### config.mk
export PLATFORM = sky130hd
export DESIGN_NAME = lce_cmd_top
export DESIGN_NICKNAME = d
export VERILOG_FILES = /design/src/lce_pkg.sv /design/src/lce_cmd_top.sv /design/src/lce_cmd_decode.sv /design/src/lce_phase_ctrl.sv /design/src/lce_cfg_regs.sv
export VERILOG_INCLUDE_DIRS = /design/src
export SDC_FILE = /design/constraint.sdc
export NUM_CORES = 1
export LEC_CHECK = 0
export BUFFER_PORTS_ARGS = -buffer_cell sky130_fd_sc_hd__buf_2
export CAP_MARGIN = 25
export CORE_AREA = 10 10 111 113
export CTS_BUF_LIST = sky130_fd_sc_hd__clkbuf_8
export DETAILED_ROUTE_END_ITERATION = 16
export DIE_AREA = 0 0 121 123
export PLACE_DENSITY = 0.67
export SLEW_MARGIN = 20
export SYNTH_ARGS = -nofsm -noshare
export SYNTH_HDL_FRONTEND = slang
export SYNTH_HIERARCHICAL = 1
export SYNTH_SLANG_ARGS = --single-unit
### constraint.sdc
create_clock -name clk_i -period 3.8 [get_ports clk_i]
set_clock_uncertainty 0.2 [all_clocks]
set_input_delay 0.57 -clock clk_i [delete_from_list [all_inputs] [get_ports clk_i]]
set_output_delay 0.57 -clock clk_i [all_outputs]
set_load 0.005 [all_outputs]
### src/lce_consts.svh
// sizing constants for the lce command engine: cache geometry, widths, apb register offsets
`ifndef LCE_CONSTS_SVH
`define LCE_CONSTS_SVH

// cache geometry
`define LCE_SETS 8
`define LCE_WAYS 4

// physical address and block layout
`define PADDR_W 16
`define BLOCK_W 64
`define BLOCK_OFFSET_W 3
`define INDEX_W 3
`define TAG_W (`PADDR_W - `INDEX_W - `BLOCK_OFFSET_W)

// agent ids
`define LCE_ID_W 2
`define CCE_ID_W 2
`define NUM_CCE_W 3
`define MAX_CCE 4

// apb register map, byte offsets
`define APB_ADDR_W 4
`define REG_LCE_ID 4'h0
`define REG_NUM_CCE 4'h4
`define REG_STATUS 4'h8

`endif
### src/lce_pkg.sv
// lce_pkg: vector types, command and response encodings, memory opcodes, phase enum

package lce_pkg;

  `include "lce_consts.svh"

  typedef logic [`PADDR_W-1:0] paddr_t;
  typedef logic [`INDEX_W-1:0] set_index_t;
  typedef logic [`TAG_W-1:0] tag_t;
  typedef logic [$clog2(`LCE_WAYS)-1:0] way_t;
  typedef logic [`LCE_ID_W-1:0] lce_id_t;
  typedef logic [`CCE_ID_W-1:0] cce_id_t;
  typedef logic [`BLOCK_W-1:0] block_t;

  // zero is the invalid state
  typedef logic [1:0] coh_state_t;
  localparam coh_state_t COH_I = 2'b00;

  typedef enum logic [2:0] {
    e_cmd_set_clear,
    e_cmd_sync,
    e_cmd_uc_data,
    e_cmd_set_tag,
    e_cmd_set_tag_wakeup,
    e_cmd_invalidate_tag,
    e_cmd_data,
    e_cmd_writeback
  } lce_cmd_type_e;

  typedef enum logic [1:0] {
    e_resp_sync_ack,
    e_resp_inv_ack,
    e_resp_null_wb
  } lce_resp_type_e;

  typedef enum logic [1:0] {e_tag_set_clear, e_tag_set_tag, e_tag_invalidate} tag_op_e;
  typedef enum logic [0:0] {e_stat_set_clear} stat_op_e;
  typedef enum logic [0:0] {e_data_write, e_data_uncached} data_op_e;

  // readable through the apb status register
  typedef enum logic [1:0] {
    e_phase_sweep,
    e_phase_uncached_only,
    e_phase_ready
  } lce_phase_e;

endpackage

### src/lce_cmd_top.sv
// lce_cmd_top: lce command side with apb config, phase FSM and command decoder
`timescale 1ns/100ps

`include "lce_consts.svh"

module lce_cmd_top
  import lce_pkg::*;
(
  input  logic                   clk_i,
  input  logic                   reset_i,
  input  logic                   psel_i,
  input  logic                   penable_i,
  input  logic                   pwrite_i,
  input  logic [`APB_ADDR_W-1:0] paddr_i,
  input  logic [31:0]            pwdata_i,
  output logic [31:0]            prdata_o,
  output logic                   pready_o,
  output logic                   pslverr_o,
  input  paddr_t                 miss_addr_i,
  input  logic                   cmd_v_i,
  input  lce_cmd_type_e          cmd_type_i,
  input  paddr_t                 cmd_addr_i,
  input  cce_id_t                cmd_src_i,
  input  way_t                   cmd_way_i,
  input  coh_state_t             cmd_state_i,
  input  block_t                 cmd_data_i,
  output logic                   cmd_yumi_o,
  output logic                   tag_pkt_v_o,
  output tag_op_e                tag_pkt_op_o,
  output set_index_t             tag_pkt_index_o,
  output way_t                   tag_pkt_way_o,
  output coh_state_t             tag_pkt_state_o,
  output tag_t                   tag_pkt_tag_o,
  input  logic                   tag_pkt_ready_i,
  output logic                   stat_pkt_v_o,
  output stat_op_e               stat_pkt_op_o,
  output set_index_t             stat_pkt_index_o,
  input  logic                   stat_pkt_ready_i,
  output logic                   data_pkt_v_o,
  output data_op_e               data_pkt_op_o,
  output set_index_t             data_pkt_index_o,
  output way_t                   data_pkt_way_o,
  output block_t                 data_pkt_data_o,
  input  logic                   data_pkt_ready_i,
  output logic                   resp_v_o,
  output lce_resp_type_e         resp_type_o,
  output lce_id_t                resp_src_o,
  output cce_id_t                resp_dst_o,
  output paddr_t                 resp_addr_o,
  input  logic                   resp_yumi_i,
  output logic                   lce_ready_o,
  output logic                   set_tag_received_o,
  output logic                   set_tag_wakeup_received_o,
  output logic                   cce_data_received_o,
  output logic                   uncached_data_received_o,
  output logic                   cache_req_complete_o
);

  lce_id_t lce_id;
  logic [`NUM_CCE_W-1:0] num_cce;
  lce_phase_e phase;
  set_index_t sweep_index;
  logic sweep_step;
  logic sync_done;

  lce_cfg_regs u_cfg_regs (.*, .phase_i(phase), .lce_id_o(lce_id), .num_cce_o(num_cce));

  lce_phase_ctrl u_phase_ctrl (
    .clk_i, .reset_i, .sweep_step_i(sweep_step), .sync_done_i(sync_done),
    .num_cce_i(num_cce), .phase_o(phase), .sweep_index_o(sweep_index)
  );

  lce_cmd_decode u_cmd_decode (
    .*, .phase_i(phase), .sweep_index_i(sweep_index), .lce_id_i(lce_id),
    .sweep_step_o(sweep_step), .sync_done_o(sync_done)
  );

endmodule

### src/lce_cmd_decode.sv
// lce_cmd_decode: command decode into tag/stat/data packets, responses and status strobes
`timescale 1ns/100ps

`include "lce_consts.svh"

module lce_cmd_decode
  import lce_pkg::*;
(
  input  logic           clk_i,
  input  logic           reset_i,
  input  lce_phase_e     phase_i,
  input  set_index_t     sweep_index_i,
  input  lce_id_t        lce_id_i,
  input  paddr_t         miss_addr_i,
  input  logic           cmd_v_i,
  input  lce_cmd_type_e  cmd_type_i,
  input  paddr_t         cmd_addr_i,
  input  cce_id_t        cmd_src_i,
  input  way_t           cmd_way_i,
  input  coh_state_t     cmd_state_i,
  input  block_t         cmd_data_i,
  output logic           cmd_yumi_o,
  output logic           tag_pkt_v_o,
  output tag_op_e        tag_pkt_op_o,
  output set_index_t     tag_pkt_index_o,
  output way_t           tag_pkt_way_o,
  output coh_state_t     tag_pkt_state_o,
  output tag_t           tag_pkt_tag_o,
  input  logic           tag_pkt_ready_i,
  output logic           stat_pkt_v_o,
  output stat_op_e       stat_pkt_op_o,
  output set_index_t     stat_pkt_index_o,
  input  logic           stat_pkt_ready_i,
  output logic           data_pkt_v_o,
  output data_op_e       data_pkt_op_o,
  output set_index_t     data_pkt_index_o,
  output way_t           data_pkt_way_o,
  output block_t         data_pkt_data_o,
  input  logic           data_pkt_ready_i,
  output logic           resp_v_o,
  output lce_resp_type_e resp_type_o,
  output lce_id_t        resp_src_o,
  output cce_id_t        resp_dst_o,
  output paddr_t         resp_addr_o,
  input  logic           resp_yumi_i,
  output logic           lce_ready_o,
  output logic           set_tag_received_o,
  output logic           set_tag_wakeup_received_o,
  output logic           cce_data_received_o,
  output logic           uncached_data_received_o,
  output logic           cache_req_complete_o,
  output logic           sweep_step_o,
  output logic           sync_done_o
);

  set_index_t cmd_index;
  set_index_t miss_index;
  tag_t cmd_tag;
  logic ready_phase;
  logic inv_pend_r;
  logic inv_pend_n;

  assign cmd_index   = cmd_addr_i[`BLOCK_OFFSET_W +: `INDEX_W];
  assign cmd_tag     = cmd_addr_i[`BLOCK_OFFSET_W + `INDEX_W +: `TAG_W];
  assign miss_index  = miss_addr_i[`BLOCK_OFFSET_W +: `INDEX_W];
  assign ready_phase = (phase_i == e_phase_ready);
  assign lce_ready_o = (phase_i != e_phase_sweep);

  always_comb begin
    cmd_yumi_o = 1'b0;
    tag_pkt_v_o = 1'b0;
    tag_pkt_op_o = e_tag_set_clear;
    tag_pkt_index_o = cmd_index;
    tag_pkt_way_o = cmd_way_i;
    tag_pkt_state_o = COH_I;
    tag_pkt_tag_o = '0;
    stat_pkt_v_o = 1'b0;
    stat_pkt_op_o = e_stat_set_clear;
    stat_pkt_index_o = cmd_index;
    data_pkt_v_o = 1'b0;
    data_pkt_op_o = e_data_write;
    data_pkt_index_o = miss_index;
    data_pkt_way_o = cmd_way_i;
    data_pkt_data_o = cmd_data_i;
    resp_v_o = 1'b0;
    resp_type_o = e_resp_sync_ack;
    resp_src_o = lce_id_i;
    resp_dst_o = cmd_src_i;
    resp_addr_o = cmd_addr_i;
    set_tag_received_o = 1'b0;
    set_tag_wakeup_received_o = 1'b0;
    cce_data_received_o = 1'b0;
    uncached_data_received_o = 1'b0;
    cache_req_complete_o = 1'b0;
    sweep_step_o = 1'b0;
    sync_done_o = 1'b0;
    inv_pend_n = inv_pend_r;

    if (phase_i == e_phase_sweep) begin
      // clear one set per step, each memory as soon as it is ready
      tag_pkt_v_o      = tag_pkt_ready_i;
      tag_pkt_index_o  = sweep_index_i;
      stat_pkt_v_o     = stat_pkt_ready_i;
      stat_pkt_index_o = sweep_index_i;
      sweep_step_o     = tag_pkt_v_o && stat_pkt_v_o;
    end else begin
      case (cmd_type_i)
        e_cmd_set_clear: begin
          tag_pkt_v_o  = cmd_v_i && tag_pkt_ready_i;
          stat_pkt_v_o = cmd_v_i && stat_pkt_ready_i;
          cmd_yumi_o   = tag_pkt_v_o && stat_pkt_v_o;
        end
        e_cmd_sync: begin
          resp_v_o    = cmd_v_i;
          cmd_yumi_o  = cmd_v_i && resp_yumi_i;
          sync_done_o = cmd_yumi_o;
        end
        e_cmd_uc_data: begin
          data_pkt_op_o            = e_data_uncached;
          data_pkt_v_o             = cmd_v_i && data_pkt_ready_i;
          cmd_yumi_o               = data_pkt_v_o;
          uncached_data_received_o = data_pkt_v_o;
          cache_req_complete_o     = data_pkt_v_o;
        end
        e_cmd_set_tag, e_cmd_set_tag_wakeup: begin
          tag_pkt_op_o    = e_tag_set_tag;
          tag_pkt_state_o = cmd_state_i;
          tag_pkt_tag_o   = cmd_tag;
          tag_pkt_v_o     = ready_phase && cmd_v_i && tag_pkt_ready_i;
          cmd_yumi_o      = tag_pkt_v_o;
          if (cmd_type_i == e_cmd_set_tag_wakeup) begin
            set_tag_wakeup_received_o = tag_pkt_v_o;
            cache_req_complete_o      = tag_pkt_v_o;
          end else begin
            set_tag_received_o = tag_pkt_v_o;
          end
        end
        e_cmd_invalidate_tag: begin
          // tag written once, then the ack waits for yumi
          tag_pkt_op_o = e_tag_invalidate;
          tag_pkt_v_o  = ready_phase && cmd_v_i && tag_pkt_ready_i && !inv_pend_r;
          resp_type_o  = e_resp_inv_ack;
          resp_v_o     = ready_phase && (inv_pend_r || tag_pkt_v_o);
          cmd_yumi_o   = resp_v_o && resp_yumi_i;
          inv_pend_n   = cmd_yumi_o ? 1'b0 : (inv_pend_r || tag_pkt_v_o);
        end
        e_cmd_data: begin
          tag_pkt_op_o        = e_tag_set_tag;
          tag_pkt_index_o     = miss_index;
          tag_pkt_state_o     = cmd_state_i;
          tag_pkt_tag_o       = cmd_tag;
          tag_pkt_v_o         = ready_phase && cmd_v_i && tag_pkt_ready_i;
          data_pkt_v_o        = ready_phase && cmd_v_i && data_pkt_ready_i;
          cmd_yumi_o          = tag_pkt_v_o && data_pkt_v_o;
          cce_data_received_o = cmd_yumi_o;
          set_tag_received_o  = cmd_yumi_o;
          cache_req_complete_o = cmd_yumi_o;
        end
        default: begin
          // writeback of a clean icache line
          resp_type_o = e_resp_null_wb;
          resp_v_o    = ready_phase && cmd_v_i;
          cmd_yumi_o  = resp_v_o && resp_yumi_i;
        end
      endcase
    end
  end

  always_ff @(posedge clk_i) begin
    if (reset_i) begin
      inv_pend_r <= 1'b0;
    end else begin
      inv_pend_r <= inv_pend_n;
    end
  end

endmodule

### src/lce_phase_ctrl.sv
// lce_phase_ctrl: sweep / uncached-only / ready phase FSM with a shared step counter
`timescale 1ns/100ps

`include "lce_consts.svh"

module lce_phase_ctrl
  import lce_pkg::*;
(
  input  logic                  clk_i,
  input  logic                  reset_i,
  input  logic                  sweep_step_i,
  input  logic                  sync_done_i,
  input  logic [`NUM_CCE_W-1:0] num_cce_i,
  output lce_phase_e            phase_o,
  output set_index_t            sweep_index_o
);

  lce_phase_e phase_r;
  // counts swept sets, then acknowledged syncs
  logic [2:0] cnt_r;

  always_ff @(posedge clk_i) begin
    if (reset_i) begin
      phase_r <= e_phase_sweep;
      cnt_r   <= '0;
    end else begin
      case (phase_r)
        e_phase_sweep: begin
          if (sweep_step_i) begin
            if (cnt_r == 3'(`LCE_SETS - 1)) begin
              phase_r <= e_phase_uncached_only;
              cnt_r   <= '0;
            end else begin
              cnt_r <= cnt_r + 3'd1;
            end
          end
        end
        e_phase_uncached_only: begin
          if (sync_done_i) begin
            if (cnt_r == num_cce_i - 3'd1) begin
              phase_r <= e_phase_ready;
              cnt_r   <= '0;
            end else begin
              cnt_r <= cnt_r + 3'd1;
            end
          end
        end
        default: phase_r <= phase_r;
      endcase
    end
  end

  assign phase_o       = phase_r;
  assign sweep_index_o = cnt_r;

endmodule

### src/lce_cfg_regs.sv
// lce_cfg_regs: apb slave holding the lce id and cce count, status register reports the phase
`timescale 1ns/100ps

`include "lce_consts.svh"

module lce_cfg_regs
  import lce_pkg::*;
(
  input  logic                  clk_i,
  input  logic                  reset_i,
  input  logic                  psel_i,
  input  logic                  penable_i,
  input  logic                  pwrite_i,
  input  logic [`APB_ADDR_W-1:0] paddr_i,
  input  logic [31:0]           pwdata_i,
  output logic [31:0]           prdata_o,
  output logic                  pready_o,
  output logic                  pslverr_o,
  input  lce_phase_e            phase_i,
  output lce_id_t               lce_id_o,
  output logic [`NUM_CCE_W-1:0] num_cce_o
);

  lce_id_t lce_id_r;
  logic [`NUM_CCE_W-1:0] num_cce_r;
  logic mapped;
  logic wr_en;

  assign mapped = (paddr_i == `REG_LCE_ID) || (paddr_i == `REG_NUM_CCE)
                  || (paddr_i == `REG_STATUS);
  assign wr_en = psel_i && penable_i && pwrite_i;

  always_ff @(posedge clk_i) begin
    if (reset_i) begin
      lce_id_r  <= '0;
      num_cce_r <= `NUM_CCE_W'(1);
    end else if (wr_en) begin
      if (paddr_i == `REG_LCE_ID) begin
        lce_id_r <= pwdata_i[`LCE_ID_W-1:0];
      end
      // keep the count inside 1..MAX_CCE
      if (paddr_i == `REG_NUM_CCE) begin
        if (pwdata_i == 32'd0) begin
          num_cce_r <= `NUM_CCE_W'(1);
        end else if (pwdata_i > 32'(`MAX_CCE)) begin
          num_cce_r <= `NUM_CCE_W'(`MAX_CCE);
        end else begin
          num_cce_r <= pwdata_i[`NUM_CCE_W-1:0];
        end
      end
    end
  end

  always_comb begin
    prdata_o = '0;
    case (paddr_i)
      `REG_LCE_ID:  prdata_o = 32'(lce_id_r);
      `REG_NUM_CCE: prdata_o = 32'(num_cce_r);
      `REG_STATUS:  prdata_o = 32'(phase_i);
      default:      prdata_o = '0;
    endcase
  end

  assign pready_o  = 1'b1;
  assign pslverr_o = psel_i && penable_i && !mapped;
  assign lce_id_o  = lce_id_r;
  assign num_cce_o = num_cce_r;

endmodule

==> flow_summary.json, run 1 <==
{
  "status": "completed",
  "r2r_slack_ns": 1.31,
  "arrival_ns": 1.91,
  "setup_viol": 0,
  "critPathMaxFanout": 11,
  "synth_area_sq_um": 2230,
  "slowest_stage": "nor2_1",
  "cts_tree": "built",
  "chipHeight_microns": 123,
  "async_flop_share": 0,
  "hpwl_microns": 7100,
  "numCtsBuffers": 3,
  "cts_max_level": 1,
  "final_util": 0.219,
  "grt_pass1_vias": 2147,
  "cp_cell_sequence": "nor2_1 > inv_1 > o41ai_1 > and2_1 > buf_2",
  "wl_microns": 8050,
  "tns_ns": 0,
  "layout.nets": 484,
  "clkTransAtPathRegs_ns": 0.05,
  "criticalPathCategory": "register to primary output",
  "finalPower_uw": 348,
  "synth_cell_types": 51,
  "synth_area_per_cell_sq_um": 7.36,
  "r2r_end": "u_phase_ctrl/sweep_index_o[1]",
  "fp.dieW_microns": 121,
  "place_congestion": 0.837,
  "wl_per_cell_microns": 17.3,
  "crit_required_ns": 3.03,
  "viasPerCell": 4.34,
  "start_util": 0.220,
  "cts_hold_buf": 0,
  "drive_gt1_frac": 0.429,
  "synthToLayoutAreaGrowth_pct": -0.617,
  "first_pass_iters": 4,
  "cts_buffer_depth": 2,
  "grt_use_total": 0.0974,
  "timing.hold.worst_path_depth": 2,
  "fmax_mhz": 373,
  "grt_pass1_wl_microns": 11500,
  "min_to": "u_cfg_regs/num_cce_o[2]",
  "p_per_area_nw_per_um2": 157,
  "leakage_nw": 1.19,
  "ioPinCount": 311,
  "synth_top_area_frac": 0.411,
  "root_buffer": "clkbuf_8",
  "die_area_sq_um": 14900,
  "drv_cap": 0,
  "grt-ovfl-total": 0,
  "synth_area_leader_cell": "buf_4",
  "final_antenna_net_count": 0,
  "min_period_over_period": 0.706,
  "ys_warn_count": 6,
  "layout_common_cells": "buf_2, conb_1, nand2_1",
  "rsz0062_at_grt": "no",
  "hold_start": "u_cfg_regs/num_cce_o[2]",
  "critPathMaxStageDelay_ns": 0.45,
  "coreArea_sq_um": 10100,
  "grt_max_degree": 18,
  "synth_edf_count": 0,
  "clk_latency_ns": 0.24,
  "fill_cells": 1154,
  "end_kind": "primary output",
  "drc_errors": 0,
  "vias": 2017,
  "clkSinkCount": 11,
  "seq_area_sq_um": 220,
  "startpoint_type": "register",
  "synthFlopType": "dfxtp_1",
  "diodes": 0,
  "final-hold-violation-count": 0,
  "postSynthCellCount": 303,
  "synth-seq-cells": 11,
  "layout_commonest_cell": "buf_2",
  "io_buffers": 122,
  "timing.rr.start": "u_phase_ctrl/phase_o[0]",
  "cts-resized-gates": 0,
  "antenna_found_initial": 0,
  "timing.final.crit_period_ns": 2.68,
  "post_cts_buffers": 0,
  "drv_slew": 0,
  "hold_class": "register to register",
  "synth.area.top_cells": "buf_4, dfxtp_1, and2_1",
  "peakVddDrop_mv": 0.115,
  "ys_seq_area_frac": 0.0987,
  "multi_input_area_sq_um": 1130,
  "first_iter_violations": 60,
  "reg2regPathDepth": 6,
  "rows": 37
}
## routing by layer
metal,global-route usage,part of all wire
met5,0,0
met4,0.0649,0.054
met3,0.0488,0.13
met2,0.169,0.47
met1,0.0891,0.34
## worst max path at each step
stage	from	endpoint	depth (start not counted)
after CTS	u_phase_ctrl/phase_o[0]	stat_pkt_v_o	5
after detailed placement	cmd_type_i[0]	tag_pkt_tag_o[2]	6
after global routing	u_phase_ctrl/phase_o[0]	stat_pkt_v_o	5
after global placement	cmd_type_i[0]	tag_pkt_tag_o[2]	6
final	u_phase_ctrl/phase_o[0]	stat_pkt_v_o	5
after floorplan	cmd_type_i[1]	u_phase_ctrl/sweep_index_o[0]	6
## Yosys cell counts (2+ instances only)
| master | instances |
|---|---|
| a211oi_1 | 3 |
| a21o_1 | 2 |
| a21oi_1 | 7 |
| a31oi_1 | 2 |
| a41o_1 | 2 |
| and2_1 | 15 |
| and3_1 | 4 |
| buf_2 | 2 |
| buf_4 | 122 |
| clkbuf_1 | 4 |
| conb_1 | 3 |
| dfxtp_1 | 11 |
| ha_1 | 3 |
| inv_1 | 7 |
| mux2i_1 | 8 |
| nand2_1 | 19 |
| nand2b_1 | 6 |
| nand4_1 | 2 |
| nor2_1 | 13 |
| nor2b_1 | 6 |
| nor3_1 | 9 |
| nor4_1 | 9 |
| o21ai_0 | 6 |
| o21ai_1 | 5 |
| o41ai_1 | 4 |
| or2_1 | 3 |
| xnor2_2 | 2 |
## cell families after synthesis
| family | Yosys count | synth area share |
|---|---|---|
| buffers and inverters | 137 | 0.440 |
| AND/OR/NAND/NOR | 98 | 0.253 |
| AO/OA/AOI/OAI | 40 | 0.125 |
| flip-flops | 11 | 0.0987 |
| multiplexers | 8 | 0.0359 |
| adder cells (fa/ha/maj) | 3 | 0.0168 |
| other | 3 | 0.00505 |
| XOR/XNOR | 3 | 0.0258 |
## flip-flops by register name (all words and copies together), names as in the netlist
register,count
u_cfg_regs/num_cce_o,3
u_phase_ctrl/sweep_index_o,3
u_cfg_regs/lce_id_o,2
u_phase_ctrl/phase_o,2
u_cmd_decode/inv_pend_r,1
## power breakdown
part / total, mW / switching [mW] / internal (mW)
logic: 0.112 / 0.0612 / 0.0504
registers: 0.120 / 0.00303 / 0.117
clock network: 0.116 / 0.0453 / 0.0711
## worst max-delay path, delay by kind of cell, from the launching register on
kind | cells | cell delay [ns]
compound gates | 1 | 0.18
flops | 1 | 0.44
simple gates | 2 | 0.64
buf+inv | 2 | 0.41
## area by class of cell
| type | instances | share of cell area |
|---|---|---|
| inverter | 8 | 0.0135 |
| multi-input combinational | 183 | 0.511 |
| timing repair buffer | 123 | 0.279 |
| clock inverter | 1 | 0.00169 |
| tap | 136 | 0.0767 |
| clock buffer | 3 | 0.0186 |
| sequential | 11 | 0.0993 |
## metrics by stage
| step | cell area, sq um | hold WS [ns] | setup WS, ns | instances |
|---|---|---|---|---|
| after floorplan | 2340 | 0.283 | 1.67 | 331 |
| after global placement | 2170 | 0.308 | 1.16 | 461 |
| after detailed placement | 2170 | 0.327 | 1.10 | 461 |
| after CTS | 2220 | 0.334 | 1.08 | 465 |
| after global routing | 2220 | 0.376 | 0.960 | 465 |
| final | 2220 | 0.338 | 1.12 | 465 |
(Power assumes the default switching activity.)
==> run 2, diff against run 1 <==
Settings changed: CORE_AREA 10 10 111 113 to 10 10 113 115, DIE_AREA 0 0 121 123 to 0 0 123 125, PLACE_DENSITY 0.67 to 0.68.
Clock period 3.8 ns to 2.45 ns, I/O delays scaled along.
==> run 2 against run 1 <==
  * Flip-flop and latch count is the same
  * Largest power group unchanged
  * Via count shrank 1.3%
  * Highest routed layer is now met5
  * Final area increased by 0.68%
  * Critical path depth did not move
  * Setup slack lost 0.95 ns
  * Wire length is 9.5% lower
  * Count of clock-buffer cells in the layout is the same
  * Worst hold slack worse by 0.15 ns
  * Final cell count rose by 1.1%
  * Total power increased by 55%
  * Critical endpoint is now resp_v_o
  * Core utilization decreased by 0.82 points
==> flow_summary.json, run 2 (synthesis results as in run 1) <==
{
  "clk_latency_ns": 0.24,
  "timing.final.crit_period_ns": 2.28,
  "grt_pass1_vias": 1976,
  "synthToLayoutAreaGrowth_pct": 0.0560,
  "cp_cell_sequence": "and2b_2 > a21oi_1 > o32a_1 > a311oi_1 > buf_2",
  "placed_cell_area_sq_um": 2180,
  "ioPinCount": 311,
  "root_buffer": "clkbuf_8",
  "drive_gt1_frac": 0.436,
  "chipHeight_microns": 125,
  "coreArea_sq_um": 10600,
  "cp-startpoint": "u_phase_ctrl/phase_o[0]",
  "hpwl_microns": 6530,
  "critPathMaxStageDelay_ns": 0.42,
  "p_per_area_nw_per_um2": 241,
  "drc_errors": 0,
  "r2r_end": "u_phase_ctrl/sweep_index_o[1]",
  "layout_commonest_cell": "buf_2",
  "first_pass_iters": 6,
  "crit_required_ns": 1.88,
  "fp.dieW_microns": 123,
  "final-hold-violation-count": 0,
  "io_buffers": 122,
  "timing.critical_path.buf_inv": 1,
  "tns_ns": 0,
  "grt_pass1_wl_microns": 10600,
  "viasPerCell": 4.23,
  "layout.nets": 485,
  "r2r_slack_ns": 0.25,
  "layout_common_cells": "buf_2, conb_1, nand2_1",
  "setup_ws_ns": 0.166,
  "clkTransAtPathRegs_ns": 0.06,
  "die_area_sq_um": 15400,
  "rsz0062_at_grt": "no",
  "fmax_mhz": 438,
  "clkSinkCount": 11,
  "startpoint_type": "register",
  "min_period_over_period": 0.932,
  "first_iter_violations": 88,
  "slowest_stage": "dfxtp_1",
  "vias": 1990,
  "worstSetupEndpoint": "resp_v_o",
  "timing.rr.start": "u_phase_ctrl/phase_o[0]",
  "cts_buffer_depth": 2,
  "wl_per_cell_microns": 15.5,
  "grt-ovfl-total": 0,
  "end_kind": "primary output",
  "rows": 38,
  "critPathMaxFanout": 11,
  "diodes": 0,
  "final_util": 0.211,
  "drv_cap": 0,
  "antenna_found_initial": 3,
  "status": "completed",
  "pre_cts_ws_ns": 0.255,
  "leakage_nw": 1.20,
  "cp.depth": 5,
  "peakVddDrop_mv": 0.203,
  "numCtsBuffers": 3,
  "drv_slew": 0,
  "cts_max_level": 1,
  "grt_max_degree": 18,
  "criticalPathCategory": "register to primary output",
  "reg2regPathDepth": 6,
  "hold_class": "input port to register",
  "start_util": 0.210,
  "arrival_ns": 1.72,
  "cp_top_family": "compound AO/OA/AOI/OAI gates",
  "setup_viol": 0,
  "final_antenna_net_count": 0,
  "cts_tree": "built",
  "design_area_sq_um": 2230,
  "grt_use_total": 0.0853,
  "cts_hold_buf": 0,
  "place_congestion": 0.839,
  "wl_microns": 7290
}
## run 2: cell count changes in the layout (fill, tap and decap cells not counted), sizes merged
cell	before	now
clkinv	0	1
buf	123	124
inv	9	8
## run 2: report_power, final
part           total, mW  internal [mW]  switching (mW)
combinational      0.169         0.0781          0.0904
clock              0.185          0.112          0.0730
sequential         0.185          0.181         0.00356
total              0.538          0.371           0.167
## run 2: final cells by class
cell class                      instances  area, sq um
Tap cell                              140          175
Inverter                                8         30.0
Clock inverter                          1         5.00
Timing Repair Buffer                  124          626
Sequential cell                        11          221
Multi-Input combinational cell        183         1130
Fill cell                            1239         8370
Clock buffer                            3         41.3
## run 2: how the worst min path moves through the flow
stage / startpoint / to / cells after the start
after floorplan: reset_i / u_cfg_regs/lce_id_o[0] / 1
after global placement: u_cfg_regs/lce_id_o[0] / u_cfg_regs/lce_id_o[0] / 2
after detailed placement: u_cfg_regs/lce_id_o[0] / u_cfg_regs/lce_id_o[0] / 2
after CTS: pwdata_i[1] / u_cfg_regs/num_cce_o[1] / 2
after global routing: pwdata_i[1] / u_cfg_regs/num_cce_o[1] / 2
final: pwdata_i[1] / u_cfg_regs/num_cce_o[1] / 2
## run 2: stage by stage
stage	total power, mW	hold WS (ns)	instances
after global placement	0.356	0.316	466
after CTS	0.543	0.191	470
after global routing	0.580	0.199	470
after floorplan	0.409	0.240	331
after detailed placement	0.356	0.324	466
final	0.538	0.190	470
## run 2: what timing repair did
item,CTS,global route
resized for setup,0,1
buffers inserted,0,0
endpoints found under the hold margin,0,0
setup endpoints to repair,0,2
## run 2: per-layer routing
layer / up-vias / share of wire / global-route usage
met5: - / 0.0018 / 0
met3: 51 / 0.13 / 0.0338
met1: 865 / 0.33 / 0.0765
met4: 2 / 0.045 / 0.0411
li1: 930 / - / -
met2: 142 / 0.50 / 0.160
